File: src/source/piano_pkg.sv
// Shared note and step types, timing constants, song tables and pipeline stage structs
`default_nettype none

package piano_pkg;

    // Note code, 0 is no key and 1 to 12 are the notes
    typedef logic [3:0] note_t;

    // Index into the song tables
    typedef logic [3:0] step_t;

    localparam int NUM_LEDS        = 12;
    localparam int BEAT_CYCLES     = 16;
    localparam int FEEDBACK_CYCLES = 24;
    localparam int SONG_LEN        = 12;

    // Counter widths derived from the timing constants
    localparam int BEAT_W     = $clog2(BEAT_CYCLES);
    localparam int FEEDBACK_W = $clog2(FEEDBACK_CYCLES + 1);

    // Elapsed beat count saturates here
    localparam logic [3:0] ELAPSED_MAX = 4'd15;

    // Song melody, one note per step
    localparam note_t SONG_NOTES [SONG_LEN] = '{
        4'd1, 4'd3, 4'd5, 4'd6, 4'd8, 4'd10,
        4'd12, 4'd10, 4'd8, 4'd6, 4'd5, 4'd1
    };

    // Beats expected between the previous press and this one
    // Entry 0 is counted from the end of reset
    localparam logic [3:0] SONG_BEATS [SONG_LEN] = '{
        4'd1, 4'd2, 4'd1, 4'd2, 4'd4, 4'd1,
        4'd3, 4'd2, 4'd1, 4'd2, 4'd3, 4'd4
    };

    // Capture stage output
    typedef struct packed {
        logic       valid;
        note_t      key;
        logic [3:0] elapsed;
    } capture_s;

    // Lookup stage output, the captured press plus the song entry it is checked against
    typedef struct packed {
        logic       valid;
        note_t      key;
        logic [3:0] elapsed;
        step_t      step;
        note_t      expected;
        logic [3:0] duration;
    } lookup_s;

    // Judged press
    typedef struct packed {
        logic  valid;
        step_t step;
        note_t key;
        logic  note_ok;
        logic  timing_ok;
    } result_s;

endpackage

`default_nettype wire
File: src/source/piano_trainer_top.sv
// Top level of the piano practice core connecting capture, timer, lookup, judge and LEDs
`timescale 1ns/100ps
`default_nettype none

module piano_trainer_top (
    input  wire logic                         clock,
    input  wire logic                         rst_n,
    input  wire logic                         key_req,
    input  wire piano_pkg::note_t             key,
    output logic                              key_ack,
    output logic                              beat,
    output piano_pkg::result_s                result,
    output logic [3:0]                        score,
    output logic                              song_done,
    output logic [piano_pkg::NUM_LEDS-1:0]    leds
);

    logic                 beat_clear;
    logic [3:0]           elapsed;
    piano_pkg::capture_s  cap;
    piano_pkg::lookup_s   look;

    // Four-phase key entry
    key_capture key_capture_inst (
        .clock      ( clock      ),
        .rst_n      ( rst_n      ),
        .key_req    ( key_req    ),
        .key        ( key        ),
        .elapsed    ( elapsed    ),
        .key_ack    ( key_ack    ),
        .beat_clear ( beat_clear ),
        .cap        ( cap        )
    );

    // Metronome and beats since the last press
    beat_timer beat_timer_inst (
        .clock      ( clock      ),
        .rst_n      ( rst_n      ),
        .beat_clear ( beat_clear ),
        .beat       ( beat       ),
        .elapsed    ( elapsed    )
    );

    song_lookup song_lookup_inst (
        .clock ( clock ),
        .rst_n ( rst_n ),
        .cap   ( cap   ),
        .look  ( look  )
    );

    note_judge note_judge_inst (
        .clock     ( clock     ),
        .rst_n     ( rst_n     ),
        .look      ( look      ),
        .result    ( result    ),
        .score     ( score     ),
        .song_done ( song_done )
    );

    // LEDs follow the judged key
    led_feedback led_feedback_inst (
        .clock  ( clock  ),
        .rst_n  ( rst_n  ),
        .result ( result ),
        .leds   ( leds   )
    );

endmodule

`default_nettype wire

File: src/source/led_feedback.sv
// One-hot note LED driver held for the feedback time
`timescale 1ns/100ps
`default_nettype none

module led_feedback (
    input  wire logic                         clock,
    input  wire logic                         rst_n,
    input  wire piano_pkg::result_s           result,
    output logic [piano_pkg::NUM_LEDS-1:0]    leds
);

    logic [piano_pkg::FEEDBACK_W-1:0] hold_cnt;
    logic [piano_pkg::NUM_LEDS-1:0]   key_led;
    logic [piano_pkg::NUM_LEDS-1:0]   lit;

    assign key_led = piano_pkg::NUM_LEDS'(1) << (result.key - 4'd1);

    // The judged key lights together with its result and then stays lit from the register
    assign leds = result.valid ? key_led : lit;

    // A new result always restarts the feedback window
    always_ff @(posedge clock) begin
        if (!rst_n) begin
            lit      <= '0;
            hold_cnt <= '0;
        end else if (result.valid) begin
            lit      <= key_led;
            hold_cnt <= piano_pkg::FEEDBACK_W'(piano_pkg::FEEDBACK_CYCLES);
        end else if (hold_cnt != '0) begin
            hold_cnt <= hold_cnt - 1'b1;
            // Dark as the count hits zero
            if (hold_cnt == piano_pkg::FEEDBACK_W'(1)) begin
                lit <= '0;
            end
        end
    end

endmodule

`default_nettype wire

File: src/source/note_judge.sv
// Note and timing judge with score counter and song end flag
`timescale 1ns/100ps
`default_nettype none

module note_judge (
    input  wire logic                clock,
    input  wire logic                rst_n,
    input  wire piano_pkg::lookup_s  look,
    output piano_pkg::result_s       result,
    output logic [3:0]               score,
    output logic                     song_done
);

    logic note_match;
    logic time_match;
    logic last_step;

    // Timing is accepted on the stored duration or one beat early
    always_comb begin
        note_match = (look.key == look.expected);
        time_match = (look.elapsed == look.duration) ||
                     (look.elapsed == (look.duration - 4'd1));
    end

    assign last_step = (look.step == piano_pkg::step_t'(piano_pkg::SONG_LEN - 1));

    always_ff @(posedge clock) begin
        if (!rst_n) begin
            result.valid <= 1'b0;
        end else begin
            result.valid <= look.valid;
        end
    end

    always_ff @(posedge clock) begin
        result.step      <= look.step;
        result.key       <= look.key;
        result.note_ok   <= note_match;
        result.timing_ok <= time_match;
    end

    // Only a right note played in time earns a point
    always_ff @(posedge clock) begin
        if (!rst_n) begin
            score <= 4'd0;
        end else if (look.valid && note_match && time_match) begin
            score <= score + 4'd1;
        end
    end

    // Sticky until reset, rises together with the last result
    always_ff @(posedge clock) begin
        if (!rst_n) begin
            song_done <= 1'b0;
        end else if (look.valid && last_step) begin
            song_done <= 1'b1;
        end
    end

endmodule

`default_nettype wire

File: src/source/song_lookup.sv
// Song step counter and song table read stage
`timescale 1ns/100ps
`default_nettype none

module song_lookup (
    input  wire logic                 clock,
    input  wire logic                 rst_n,
    input  wire piano_pkg::capture_s  cap,
    output piano_pkg::lookup_s        look
);

    piano_pkg::step_t step;
    logic             song_left;

    // Steps remain until the whole song was played
    assign song_left = (step != piano_pkg::step_t'(piano_pkg::SONG_LEN));

    always_ff @(posedge clock) begin
        if (!rst_n) begin
            step       <= '0;
            look.valid <= 1'b0;
        end else begin
            look.valid <= cap.valid && song_left;
            if (cap.valid && song_left) begin
                step <= step + 1'b1;
            end
        end
    end

    // Payload follows the press, table read only matters while steps remain
    always_ff @(posedge clock) begin
        look.key     <= cap.key;
        look.elapsed <= cap.elapsed;
        look.step    <= step;
        if (song_left) begin
            look.expected <= piano_pkg::SONG_NOTES[step];
            look.duration <= piano_pkg::SONG_BEATS[step];
        end
    end

endmodule

`default_nettype wire

File: src/source/beat_timer.sv
// Metronome beat pulse and saturating count of beats since the last accepted key
`timescale 1ns/100ps
`default_nettype none

module beat_timer (
    input  wire logic  clock,
    input  wire logic  rst_n,
    input  wire logic  beat_clear,
    output logic       beat,
    output logic [3:0] elapsed
);

    logic [piano_pkg::BEAT_W-1:0] cycle_cnt;
    logic                         last_cycle;

    assign last_cycle = (cycle_cnt == piano_pkg::BEAT_W'(piano_pkg::BEAT_CYCLES - 1));

    // Free running cycle counter, wraps every beat
    always_ff @(posedge clock) begin
        if (!rst_n) begin
            cycle_cnt <= '0;
        end else if (last_cycle) begin
            cycle_cnt <= '0;
        end else begin
            cycle_cnt <= cycle_cnt + 1'b1;
        end
    end

    // One cycle pulse per beat
    assign beat = last_cycle;

    // Clear wins over a beat in the same cycle
    always_ff @(posedge clock) begin
        if (!rst_n) begin
            elapsed <= 4'd0;
        end else if (beat_clear) begin
            elapsed <= 4'd0;
        end else if (beat && (elapsed != piano_pkg::ELAPSED_MAX)) begin
            elapsed <= elapsed + 4'd1;
        end
    end

endmodule

`default_nettype wire

File: src/source/key_capture.sv
// Key entry stage with four-phase req/ack FSM and pressed note register
`timescale 1ns/100ps
`default_nettype none

module key_capture (
    input  wire logic              clock,
    input  wire logic              rst_n,
    input  wire logic              key_req,
    input  wire piano_pkg::note_t  key,
    input  wire logic [3:0]        elapsed,
    output logic                   key_ack,
    output logic                   beat_clear,
    output piano_pkg::capture_s    cap
);

    typedef enum logic {
        ST_IDLE,
        ST_ACK
    } ack_state_e;

    ack_state_e        state;
    logic              req_q;
    piano_pkg::note_t  key_q;
    logic              accept;

    // Request and key are sampled together, key is held stable by the sender
    always_ff @(posedge clock) begin
        key_q <= key;
    end

    // First cycle of a request seen in idle
    assign accept = (state == ST_IDLE) && req_q;

    always_ff @(posedge clock) begin
        if (!rst_n) begin
            req_q <= 1'b0;
            state <= ST_IDLE;
        end else begin
            req_q <= key_req;
            case (state)
                ST_IDLE: begin
                    if (req_q) begin
                        state <= ST_ACK;
                    end
                end
                ST_ACK: begin
                    // Hold ack until the request is seen low
                    if (!req_q) begin
                        state <= ST_IDLE;
                    end
                end
                default: state <= ST_IDLE;
            endcase
        end
    end

    assign key_ack = (state == ST_ACK);

    // A zero key is acknowledged but does not make an item
    always_ff @(posedge clock) begin
        if (!rst_n) begin
            cap.valid  <= 1'b0;
            beat_clear <= 1'b0;
        end else begin
            cap.valid  <= accept && (key_q != '0);
            beat_clear <= accept && (key_q != '0);
        end
    end

    always_ff @(posedge clock) begin
        cap.key     <= key_q;
        cap.elapsed <= elapsed;
    end

endmodule

`default_nettype wire

File: config.mk
export PLATFORM = sky130hd
export DESIGN_NAME = piano_trainer_top
export DESIGN_NICKNAME = d
export VERILOG_FILES = /design/src/source/piano_pkg.sv /design/src/source/piano_trainer_top.sv /design/src/source/led_feedback.sv /design/src/source/note_judge.sv /design/src/source/song_lookup.sv /design/src/source/beat_timer.sv /design/src/source/key_capture.sv
export SDC_FILE = /design/constraint.sdc
export NUM_CORES = 1
export LEC_CHECK = 0
export ABC_AREA = 1
export BUFFER_PORTS_ARGS = -buffer_cell sky130_fd_sc_hd__buf_4
export CAP_MARGIN = 20
export CORE_ASPECT_RATIO = 1.5
export CORE_MARGIN = 5
export CORE_UTILIZATION = 51
export DETAILED_ROUTE_END_ITERATION = 10
export PLACE_DENSITY = 0.79
export SLEW_MARGIN = 15
export SYNTH_ARGS = -nofsm -noshare
export SYNTH_HDL_FRONTEND = slang
export SYNTH_SLANG_ARGS = --single-unit
File: constraint.sdc
create_clock -name clock -period 1.8 [get_ports clock]
set_clock_uncertainty 0.2 [all_clocks]
set_input_delay 0.18 -clock clock [delete_from_list [all_inputs] [get_ports clock]]
set_output_delay 0.18 -clock clock [all_outputs]
set_load 0.005 [all_outputs]
## After elaboration in Yosys (flattened, before gate mapping)

Memory sizes are Yosys's and may differ from the RTL's. A register that Yosys moved wholly into a read port is not among the register bits.
Cells that the tools add are included.

| storage, ports and cells | value |
|---|---|
| bits in registers | 73 |
| bits in read-only memories | 128 |
| input bits | 7 |
| output and inout bits | 30 |
| logic and storage cells | 67 |
| memories | 2 |

Memories:

| name | words | bits a word | read ports | clocked after Yosys merged registers in | write ports | line | RTL |
|---|---|---|---|---|---|---|---|
| (name not given) | 16 | 4 | 1 | 1 | 0 | song_lookup.sv:36 | `look.expected <= piano_pkg::SONG_NOTES[step];` |
| (name not given) | 16 | 4 | 1 | 1 | 0 | song_lookup.sv:37 | `look.duration <= piano_pkg::SONG_BEATS[step];` |

| operators by class | value |
|---|---|
| $add $sub $neg | 7 |
| eq/ne operators | 8 |
| shifts and indexed selects | 1 |
| multiplexer cells | 7 |
| bitwise logic cells | 3 |
| reduce and logical (&&, ||, !) cells | 16 |

Operators by type and width:

| kind | number |
|---|---|
| $mux W12 | 4 |
| $add A4 B1 Y4 const B | 4 |
| $eq A4 B4 Y1 | 3 |
| $shl A1 B4 Y12 const A | 1 |
| $mux W5 | 2 |
| $eq A4 B4 Y1 const B | 2 |
| $ne A4 B4 Y1 const B | 2 |
| $sub A4 B1 Y4 const B | 2 |
| $logic_and A1 B1 Y1 | 7 |
| $reduce_or A2 Y1 | 3 |
| $eq A5 B1 Y1 const B | 1 |
| $not A4 Y5 | 1 |
| $reduce_bool A5 Y1 | 1 |
| $sub A5 B1 Y5 const B | 1 |
| $reduce_bool A2 Y1 | 2 |
| $reduce_bool A4 Y1 | 1 |
| $not A1 Y1 | 2 |
| $reduce_and A2 Y1 | 1 |
| $logic_or A1 B1 Y1 | 1 |
| $mux W1 | 1 |

## Longest topological paths before layout

Gate-level depths: netlist (run 1).

| depth | value |
|---|---|
| depth after elaboration | 4 |
| gate-level depth with buffers | 10 |
| depth with buffers taken out | 10 |

## Modules after synthesis

A second synthesis (run 1) with hierarchy kept.

| second synthesis, totals | value |
|---|---|
| cells, all modules | 381 |
| area total of the unflattened synthesis | 3,251.9 um^2 |

By module, submodules not included:

| module | instances | cells each | area an instance (um^2) | seq. area each (um^2) |
|---|---|---|---|---|
| led_feedback | 1 | 139 | 968.4 | 340.3 |
| song_lookup | 1 | 81 | 878.3 | 550.5 |
| note_judge | 1 | 87 | 681.9 | 320.3 |
| beat_timer | 1 | 48 | 375.4 | 160.2 |
| key_capture | 1 | 26 | 347.8 | 300.3 |

## Worst setup path before layout (run 1)

No wires, ideal clock.

| timing path | value |
|---|---|
| path kind | register -> register |
| start | reg, netlist name song_lookup_inst.look[0] |
| end | reg note_judge_inst.score[0] |
| setup time | 137 ps |
| data arrival time | 1,363 ps |
| data required time | 1,463 ps |
| setup slack | 100 ps |
| cell stages (with the launch flop) | 11 |
| path buffers | 0 |
| clock period less this slack | 1,700 ps |
| cells stage by stage | edfxtp_1 > inv_2 > ha_1 > nand2_1 > inv_1 > nor2_1 > nand3_1 > o21ai_4 > nand2_2 > nand2_1 > a21oi_1 |

| on the way | value |
|---|---|
| cells in the longest elaborated chain, start to end | 4 |
| elaborated cells on any way between the ends | 5 |
| those cells by class | 1 x add/sub; 2 x eq/ne; 2 x reduce/logical |

RTL lines:

| element | line | RTL |
|---|---|---|
| $sub A4 B1 Y4 | note_judge.sv:22 | `(look.elapsed == (look.duration - 4'd1));` |
| $eq A4 B4 Y1 | note_judge.sv:22 |  |
| $logic_or A1 B1 Y1 (*) | note_judge.sv:21 | `time_match = (look.elapsed == look.duration) \|\|` |
| via note_judge_inst.time_match | note_judge.sv:15 | `logic time_match;` |
| $logic_and A1 B1 Y1 (*) | note_judge.sv:46 | `end else if (look.valid && note_match && time_match) begin` |
| end signal, assigned | note_judge.sv:47 | `score <= score + 4'd1;` |
| end, declared | note_judge.sv:10 | `output logic [3:0] score,` |

Mark *: on every way through the listed nets, which the timed path passes. The rest lies on a longest branch.
A chain may end at the register's enable or synchronous reset.

## Worst setup path after layout (run 1)

| timing path | value |
|---|---|
| start | reg, netlist name note_judge_inst.result[4] |
| end | out leds[0] (netlist bit) |

| on the way | value |
|---|---|
| cells in the longest elaborated chain, start to end | 3 |

RTL lines:

| element | line | RTL |
|---|---|---|
| $sub A4 B1 Y4 | led_feedback.sv:16 | `assign key_led = piano_pkg::NUM_LEDS'(1) << (result.key - 4'd1);` |
| $shl A1 B4 Y12 | led_feedback.sv:16 |  |
| $mux W12 | led_feedback.sv:19 | `assign leds = result.valid ? key_led : lit;` |
| end, declared | piano_trainer_top.sv:15 | `output logic [piano_pkg::NUM_LEDS-1:0] leds` |

Every way passes these cells.

==> results of run 1 <==
-- where the power goes --
group,total (uW),switching [uW],internal [uW]
combinational,643,381,262
clock,1250,624,627
sequential,1990,82.4,1900
total,3880,1090,2790
-- cell families after synthesis --
kind of cell             share of synthesized area
XOR/XNOR                                    0.0308
adder cells (fa/ha/maj)                     0.0486
AO/OA/AOI/OAI                                0.102
buffers and inverters                       0.0656
flip-flops                                   0.541
AND/OR/NAND/NOR                              0.212
-- area by class of cell --
cell class	instances	area, um2
clock buffers	11	163
fillers	445	2010
well taps	72	90.1
inverters	44	170
multi-input cells	211	1260
clock inverters	5	37.5
flip-flops and latches	80	1690
repair buffers	58	453
-- cells in the mapped netlist, drive strengths merged --
cell type	n
a21oi	27
nor3	6
and3	1
or2	2
buf	1
xnor2	3
a211oi	1
o22ai	1
ha	12
xor2	7
nor2	24
inv	44
nand3	22
clkbuf	4
o41ai	1
dfxtp	73
a31oi	2
nand4	4
nand2	81
o21ai	14
nor3b	2
edfxtp	7
o31ai	1
-- registers in the layout (all words and copies together), names as in the netlist --
name / count
beat_timer_inst.cycle_cnt: 4
beat_timer_inst.elapsed: 4
key_capture_inst.beat_clear: 1
key_capture_inst.cap: 8
key_capture_inst.key_ack: 1
key_capture_inst.key_q: 4
key_capture_inst.req_q: 1
led_feedback_inst.hold_cnt: 5
led_feedback_inst.lit: 12
note_judge_inst.result: 11
note_judge_inst.score: 4
note_judge_inst.song_done: 1
song_lookup_inst.look: 20
song_lookup_inst.step: 4
-- worst max-delay path by stage --
| stage | start | end | cells after the start |
|---|---|---|---|
| after floorplan | song_lookup_inst.look[0] | note_judge_inst.score[0] | 10 |
| after global placement | song_lookup_inst.look[0] | note_judge_inst.score[2] | 10 |
| after detailed placement | song_lookup_inst.look[0] | note_judge_inst.score[2] | 10 |
| after CTS | note_judge_inst.result[3] | leds[1] | 8 |
| after global routing | note_judge_inst.result[3] | leds[1] | 8 |
| final | note_judge_inst.result[4] | leds[0] | 8 |
-- through the flow --
stage                     TNS, ps  instance area [um2]
after floorplan                 0                 3090
after global placement          0                 3470
after detailed placement        0                 3470
after CTS                    -258                 3770
after global routing        -1300                 3860
final                        -188                 3860
-- timing repair --
item,in CTS,in global routing
hold endpoints to repair,11,0
hold buffers,7,0
buffers inserted,3,5
pin swaps,1,7
cloned,0,0
gates resized for setup,5,16
setup endpoints to repair,9,25
-- metal layers --
layer | GRT usage | share of wire
met1 | 0.171 | 0.37
met2 | 0.310 | 0.55
met3 | 0.0533 | 0.048
met4 | 0.0907 | 0.033
met5 | 0 | 0
-- worst reg2reg max path: stages (launching register included) --
cell and delay, ps:
edfxtp_1 420, inv_2 90, ha_4 200, nand2_1 50, inv_1 40, nor2_1 100, nand3_1 110, o21ai_4 220
nand2_2 120, nand2_1 80, a21oi_1 60
==> impl_metrics.csv, run 1 <==
group,metric,value,unit
run_status,status,"complete, but fails checks",
run_status,violations,"setup timing",
clocking,cts_tree,"done",
layout,layout_common_cells,"nand2_1 (67), dfxtp_1 (67), buf_4 (51)",
power_and_ir_drop,p_leak,0.00173,uW
timing,slew-limit-headroom,0.798,
layout,final_core_util,0.657,
die,die_y,105,um
synthesis,seq_area_frac_synth,0.541,
die,dieArea,0.00775,mm2
clocking,cts_buffer_depth,2,
layout,fin_nets,423,
critical_path,timing.rr.end,"note_judge_inst.score[3]",
placed_design,dp_hpwl,4240,um
synthesis,postSynthCellCount,340,
layout,stdcell_count,481,
synthesis,synth_top_area_share,0.473,
timing,post-route-period-util,1.03,
synthesis,netlist_top_cells_area,"dfxtp_1 (47%), nand2_1 (8.3%), edfxtp_1 (6.8%), ha_1 (4.9%), inv_1 (4.5%)",
synthesis,avgSynthCellArea,9.09,um2
placed_design,dp.cells,450,
critical_path,path_max_fanout,6,
clocking,tritoncts.num_buffers,9,
routing,route.vias.total,2402,
clocking,clock_latency,340,ps
routing,drtPass1Iterations,4,
timing,rsz0062_at_grt,"yes",
critical_path,cp_data_required_time,1420,ps
critical_path,cpMaxStageDelayCell,"dfxtp_4",
clocking,htreeDepth,3,
placed_design,numPortBuffers,36,
clocking,clk_pin_slew,80,ps
routing,wl_per_cell,12.8,um
timing,worst_slack,-50.9,ps
timing,hold_ws,130,ps
min_path,whs_path_depth,0,
power_and_ir_drop,vdd_ir_drop_max,0.523,mV
critical_path,r2r_start,"song_lookup_inst.look[1]",
routing,wl,6140,um
placed_design,place_ws,5.44,ps
clocking,clock-sinks,80,
layout,area_growth,24.9,%
die,ios,37,
die,die_x,73.6,um
global_route,grt_pass1_vias,2407,
critical_path,worst-path-buf-inv,3,
synthesis,yosysUniqueCellTypes,37,
critical_path,cpPeakStageDelay,390,ps
global_route,grt-ovfl-total,0,
job,maxCapViolations,0,
timing,clock.fmax,0.540,GHz
critical_path,critPathCaptureType,"primary output",
min_path,min-delay-path-class,"flip-flop to flip-flop",
die,core-area,0.00587,mm2
clocking,cts_root_buffer,"clkbuf_8",
global_route,grt.total_usage,0.173,
global_route,antenna_found_initial,0,
critical_path,r2r_slack,10,ps
routing,ant_nets,0,
power_and_ir_drop,power_density,1010,mW/mm2
timing,hold_viol,0,
timing,drv_slew,0,
critical_path,setup.worst_path.class,"flip-flop to primary output",
placed_design,gp_congestion,0.905,
die,initial_utilization,0.526,
critical_path,critPathArrivalTime,1470,ps
die,rows,34,
critical_path,reg2reg_depth,10,
synthesis,synth_area,0.00309,mm2
routing,routed_via_density,4.99,
synthesis,synth_top_cell_by_area,"dfxtp_1",
critical_path,cp_top_family,"flip-flops",
timing,tightest_slew,299,ps
routing,drc,0,
layout,drive_above_1_share,0.303,
timing,setup_viol,5,
routing,drt_iter0_markers,125,
critical_path,startpoint_type,"flip-flop",
power_and_ir_drop,p_total,3880,uW
timing,min_period,1850,ps
min_path,hold_path_end,"song_lookup_inst.look[13]",
synthesis,syn_nets,359,
synthesis,ys_ff_latch,80,
layout,n_antenna_cell,0,
global_route,grt_pass1_wl,10500,um
global_route,grt_start_max_net_pins,20,
critical_path,path_cells,"inv_2 -> nand2_2 -> xor2_2 -> inv_2 -> nor2_2 -> nand2_1 -> nand2_1 -> buf_4",
min_path,holdCritStartpoint,"key_capture_inst.cap[1]",
synthesis,synth_warnings,0,
Note: power is estimated with default switching activity, not from simulation.
==> run 2, diff against run 1 <==
- CORE_UTILIZATION: 51 -> 54
- CTS_BUF_LIST: not set -> sky130_fd_sc_hd__clkbuf_8
- PLACE_DENSITY: 0.79 -> 0.83
==> run 2 against run 1 <==
  * The run still ends with setup timing left
  * Critical path depth shrank 1
  * Sequential cell count is the same
  * Global-route usage increased by 0.83 points
  * Critical endpoint is now leds[10]
  * Highest routed layer unchanged
==> impl_metrics.csv, run 2 (synthesized netlist as in run 1, its figures left out) <==
group,metric,value,unit
power_and_ir_drop,sw_frac_of_total,0.267,
critical_path,path_cells,"nor2_4 -> nand2_2 -> xor2_2 -> inv_2 -> nand3_1 -> nand2_1 -> buf_4",
critical_path,reg2reg_depth,9,
critical_path,critPathArrivalTime,1490,ps
critical_path,path_max_fanout,4,
global_route,grt_start_max_net_pins,21,
critical_path,path_depth,7,
power_and_ir_drop,p_total,4070,uW
routing,drc,0,
die,die_x,71.8,um
die,die_y,103,um
critical_path,cp-startpoint,"note_judge_inst.result[2]",
die,core-area,0.00553,mm2
global_route,grt.total_usage,0.181,
routing,ant_nets,0,
routing,drtPass1Iterations,4,
layout,final_core_util,0.714,
critical_path,crit_path_end,"leds[10]",
routing,drt_iter0_markers,140,
critical_path,cp_top_family,"simple AND/OR/NAND/NOR gates",
layout,drive_above_1_share,0.328,
clocking,cts_root_buffer,"clkbuf_8",
job,maxCapViolations,0,
power_and_ir_drop,p_int,2980,uW
timing,slew-limit-headroom,0.745,
layout,fin_nets,426,
clocking,cts_buffer_depth,2,
timing,post-route-period-util,1.04,
timing,worst_slack,-70.2,ps
placed_design,place_ws,-15.3,ps
critical_path,timing.rr.end,"note_judge_inst.score[3]",
power_and_ir_drop,pwr-share-comb,0.162,
routing,route.vias.total,2431,
layout,reg.largest.list,"song_lookup_inst.look: 20 flops, led_feedback_inst.lit: 12 flops, note_judge_inst.result: 11 flops",
layout,layout_commonest_cell,"dfxtp_1",
timing,tightest_slew,378,ps
timing,hold_viol,0,
die,rows,33,
routing,wl_per_cell,13.3,um
run_status,status,"complete, but fails checks",
timing,tns,-357,ps
critical_path,r2r_start,"song_lookup_inst.look[1]",
timing,rsz0062_at_grt,"yes",
layout,n_antenna_cell,0,
critical_path,setup.worst_path.class,"flip-flop to primary output",
critical_path,cp_data_required_time,1420,ps
min_path,min-delay-path-class,"flip-flop to flip-flop",
placed_design,gp_congestion,0.823,
layout,layout_common_cells,"dfxtp_1 (68), nand2_1 (62), buf_4 (53)",
clocking,clock-sinks,80,
timing,clock.fmax,0.535,GHz
timing,setup_viol,12,
clocking,clock_latency,340,ps
power_and_ir_drop,pwr-share-seq,0.489,
global_route,antenna_found_initial,0,
power_and_ir_drop,power_density,1030,mW/mm2
layout,fillers,385,
global_route,grt-ovfl-total,0,
power_and_ir_drop,p_leak,0.00177,uW
placed_design,numPortBuffers,36,
critical_path,cpPeakStageDelay,370,ps
layout,largest_reg_flops,20,
power_and_ir_drop,vdd_ir_drop_max,0.660,mV
critical_path,worst-path-buf-inv,2,
clocking,htreeDepth,3,
critical_path,startpoint_type,"flip-flop",
die,dieArea,0.00737,mm2
routing,wl,6380,um
layout,stdcell_count,481,
critical_path,cpMaxStageDelayCell,"dfxtp_4",
power_and_ir_drop,clkPwrFrac,0.349,
clocking,tritoncts.num_buffers,9,
placed_design,dp.cells,449,
global_route,grt_pass1_wl,10400,um
layout,area_growth,27.8,%
timing,drv_slew,0,
die,initial_utilization,0.559,
run_status,violations,"setup timing",
power_and_ir_drop,power_switching,1090,uW
die,ios,37,
routing,routed_via_density,5.05,
layout,largest_register,"song_lookup_inst.look",
critical_path,critPathCaptureType,"primary output",
clocking,cts_tree,"done",
clocking,clk_pin_slew,80,ps
timing,min_period,1870,ps
critical_path,r2r_slack,-40,ps
global_route,grt_pass1_vias,2417,
placed_design,dp_hpwl,4250,um
==> run 2: layout make-up <==
type / instances / area, um2 / area share
Clock buffer: 10 / 138 / 0.0349
Clock inverter: 5 / 80.1 / 0.0203
Inverter: 44 / 170 / 0.0431
Multi-Input combinational cell: 211 / 1310 / 0.331
Sequential cell: 80 / 1690 / 0.427
Tap cell: 70 / 87.6 / 0.0222
Timing Repair Buffer: 61 / 479 / 0.121
==> run 2: metrics by stage <==
| stage | instance area, um2 | hold WS, ps |
|---|---|---|
| 6_report | 3950 | 125 |
| 5_1_grt | 3950 | 145 |
| 4_1_cts | 3820 | 130 |
| 3_5_place_dp | 3470 | 87.4 |
| 3_3_place_gp | 3470 | 85.1 |
| 2_1_floorplan | 3090 | 7.72 |
==> run 2: worst register-to-register path: stages (launching register included) <==
cell and delay [ps]:
edfxtp_1 410, inv_1 120, ha_4 210, nand2_2 50
inv_2 30, nor2_2 110, nand3_2 90, o21ai_4 260
nand3_1 140, a21oi_2 160
==> run 2: layer usage <==
layer,track usage,wire [um]
met1,0.182,2420
met2,0.345,3500
met3,0.0498,305
met4,0.0753,157
met5,0,0
==> run 2: worst min path at each step <==
stage / from / endpoint / cells after the start / slack [ps]
CTS: key_capture_inst.cap[0] / song_lookup_inst.look[12] / 0 / 130
global placement: key[0] / key_capture_inst.key_q[0] / 1 / 90
global route: key_capture_inst.cap[3] / song_lookup_inst.look[15] / 0 / 140
floorplan: key[0] / key_capture_inst.key_q[0] / 0 / 8
finish: key_capture_inst.cap[7] / song_lookup_inst.look[19] / 0 / 120
detailed placement: key[1] / key_capture_inst.key_q[1] / 1 / 90
==> run 2: what timing repair did <==
item | in CTS | in global routing
resized for setup | 11 | 21
pin swaps | 3 | 7
hold buffers | 7 | 0
buffers inserted | 4 | 6
hold endpoints to repair | 11 | 0
endpoints found under the setup margin | 13 | 19
==> run 2: power by group through the flow <==
stage	logic, uW	registers, uW	clock network (uW)
after floorplan	504	2010	0
after global placement	579	2020	0
after detailed placement	600	2030	0
after CTS	616	1990	1450
after global routing	743	2000	1520
final	657	1990	1420
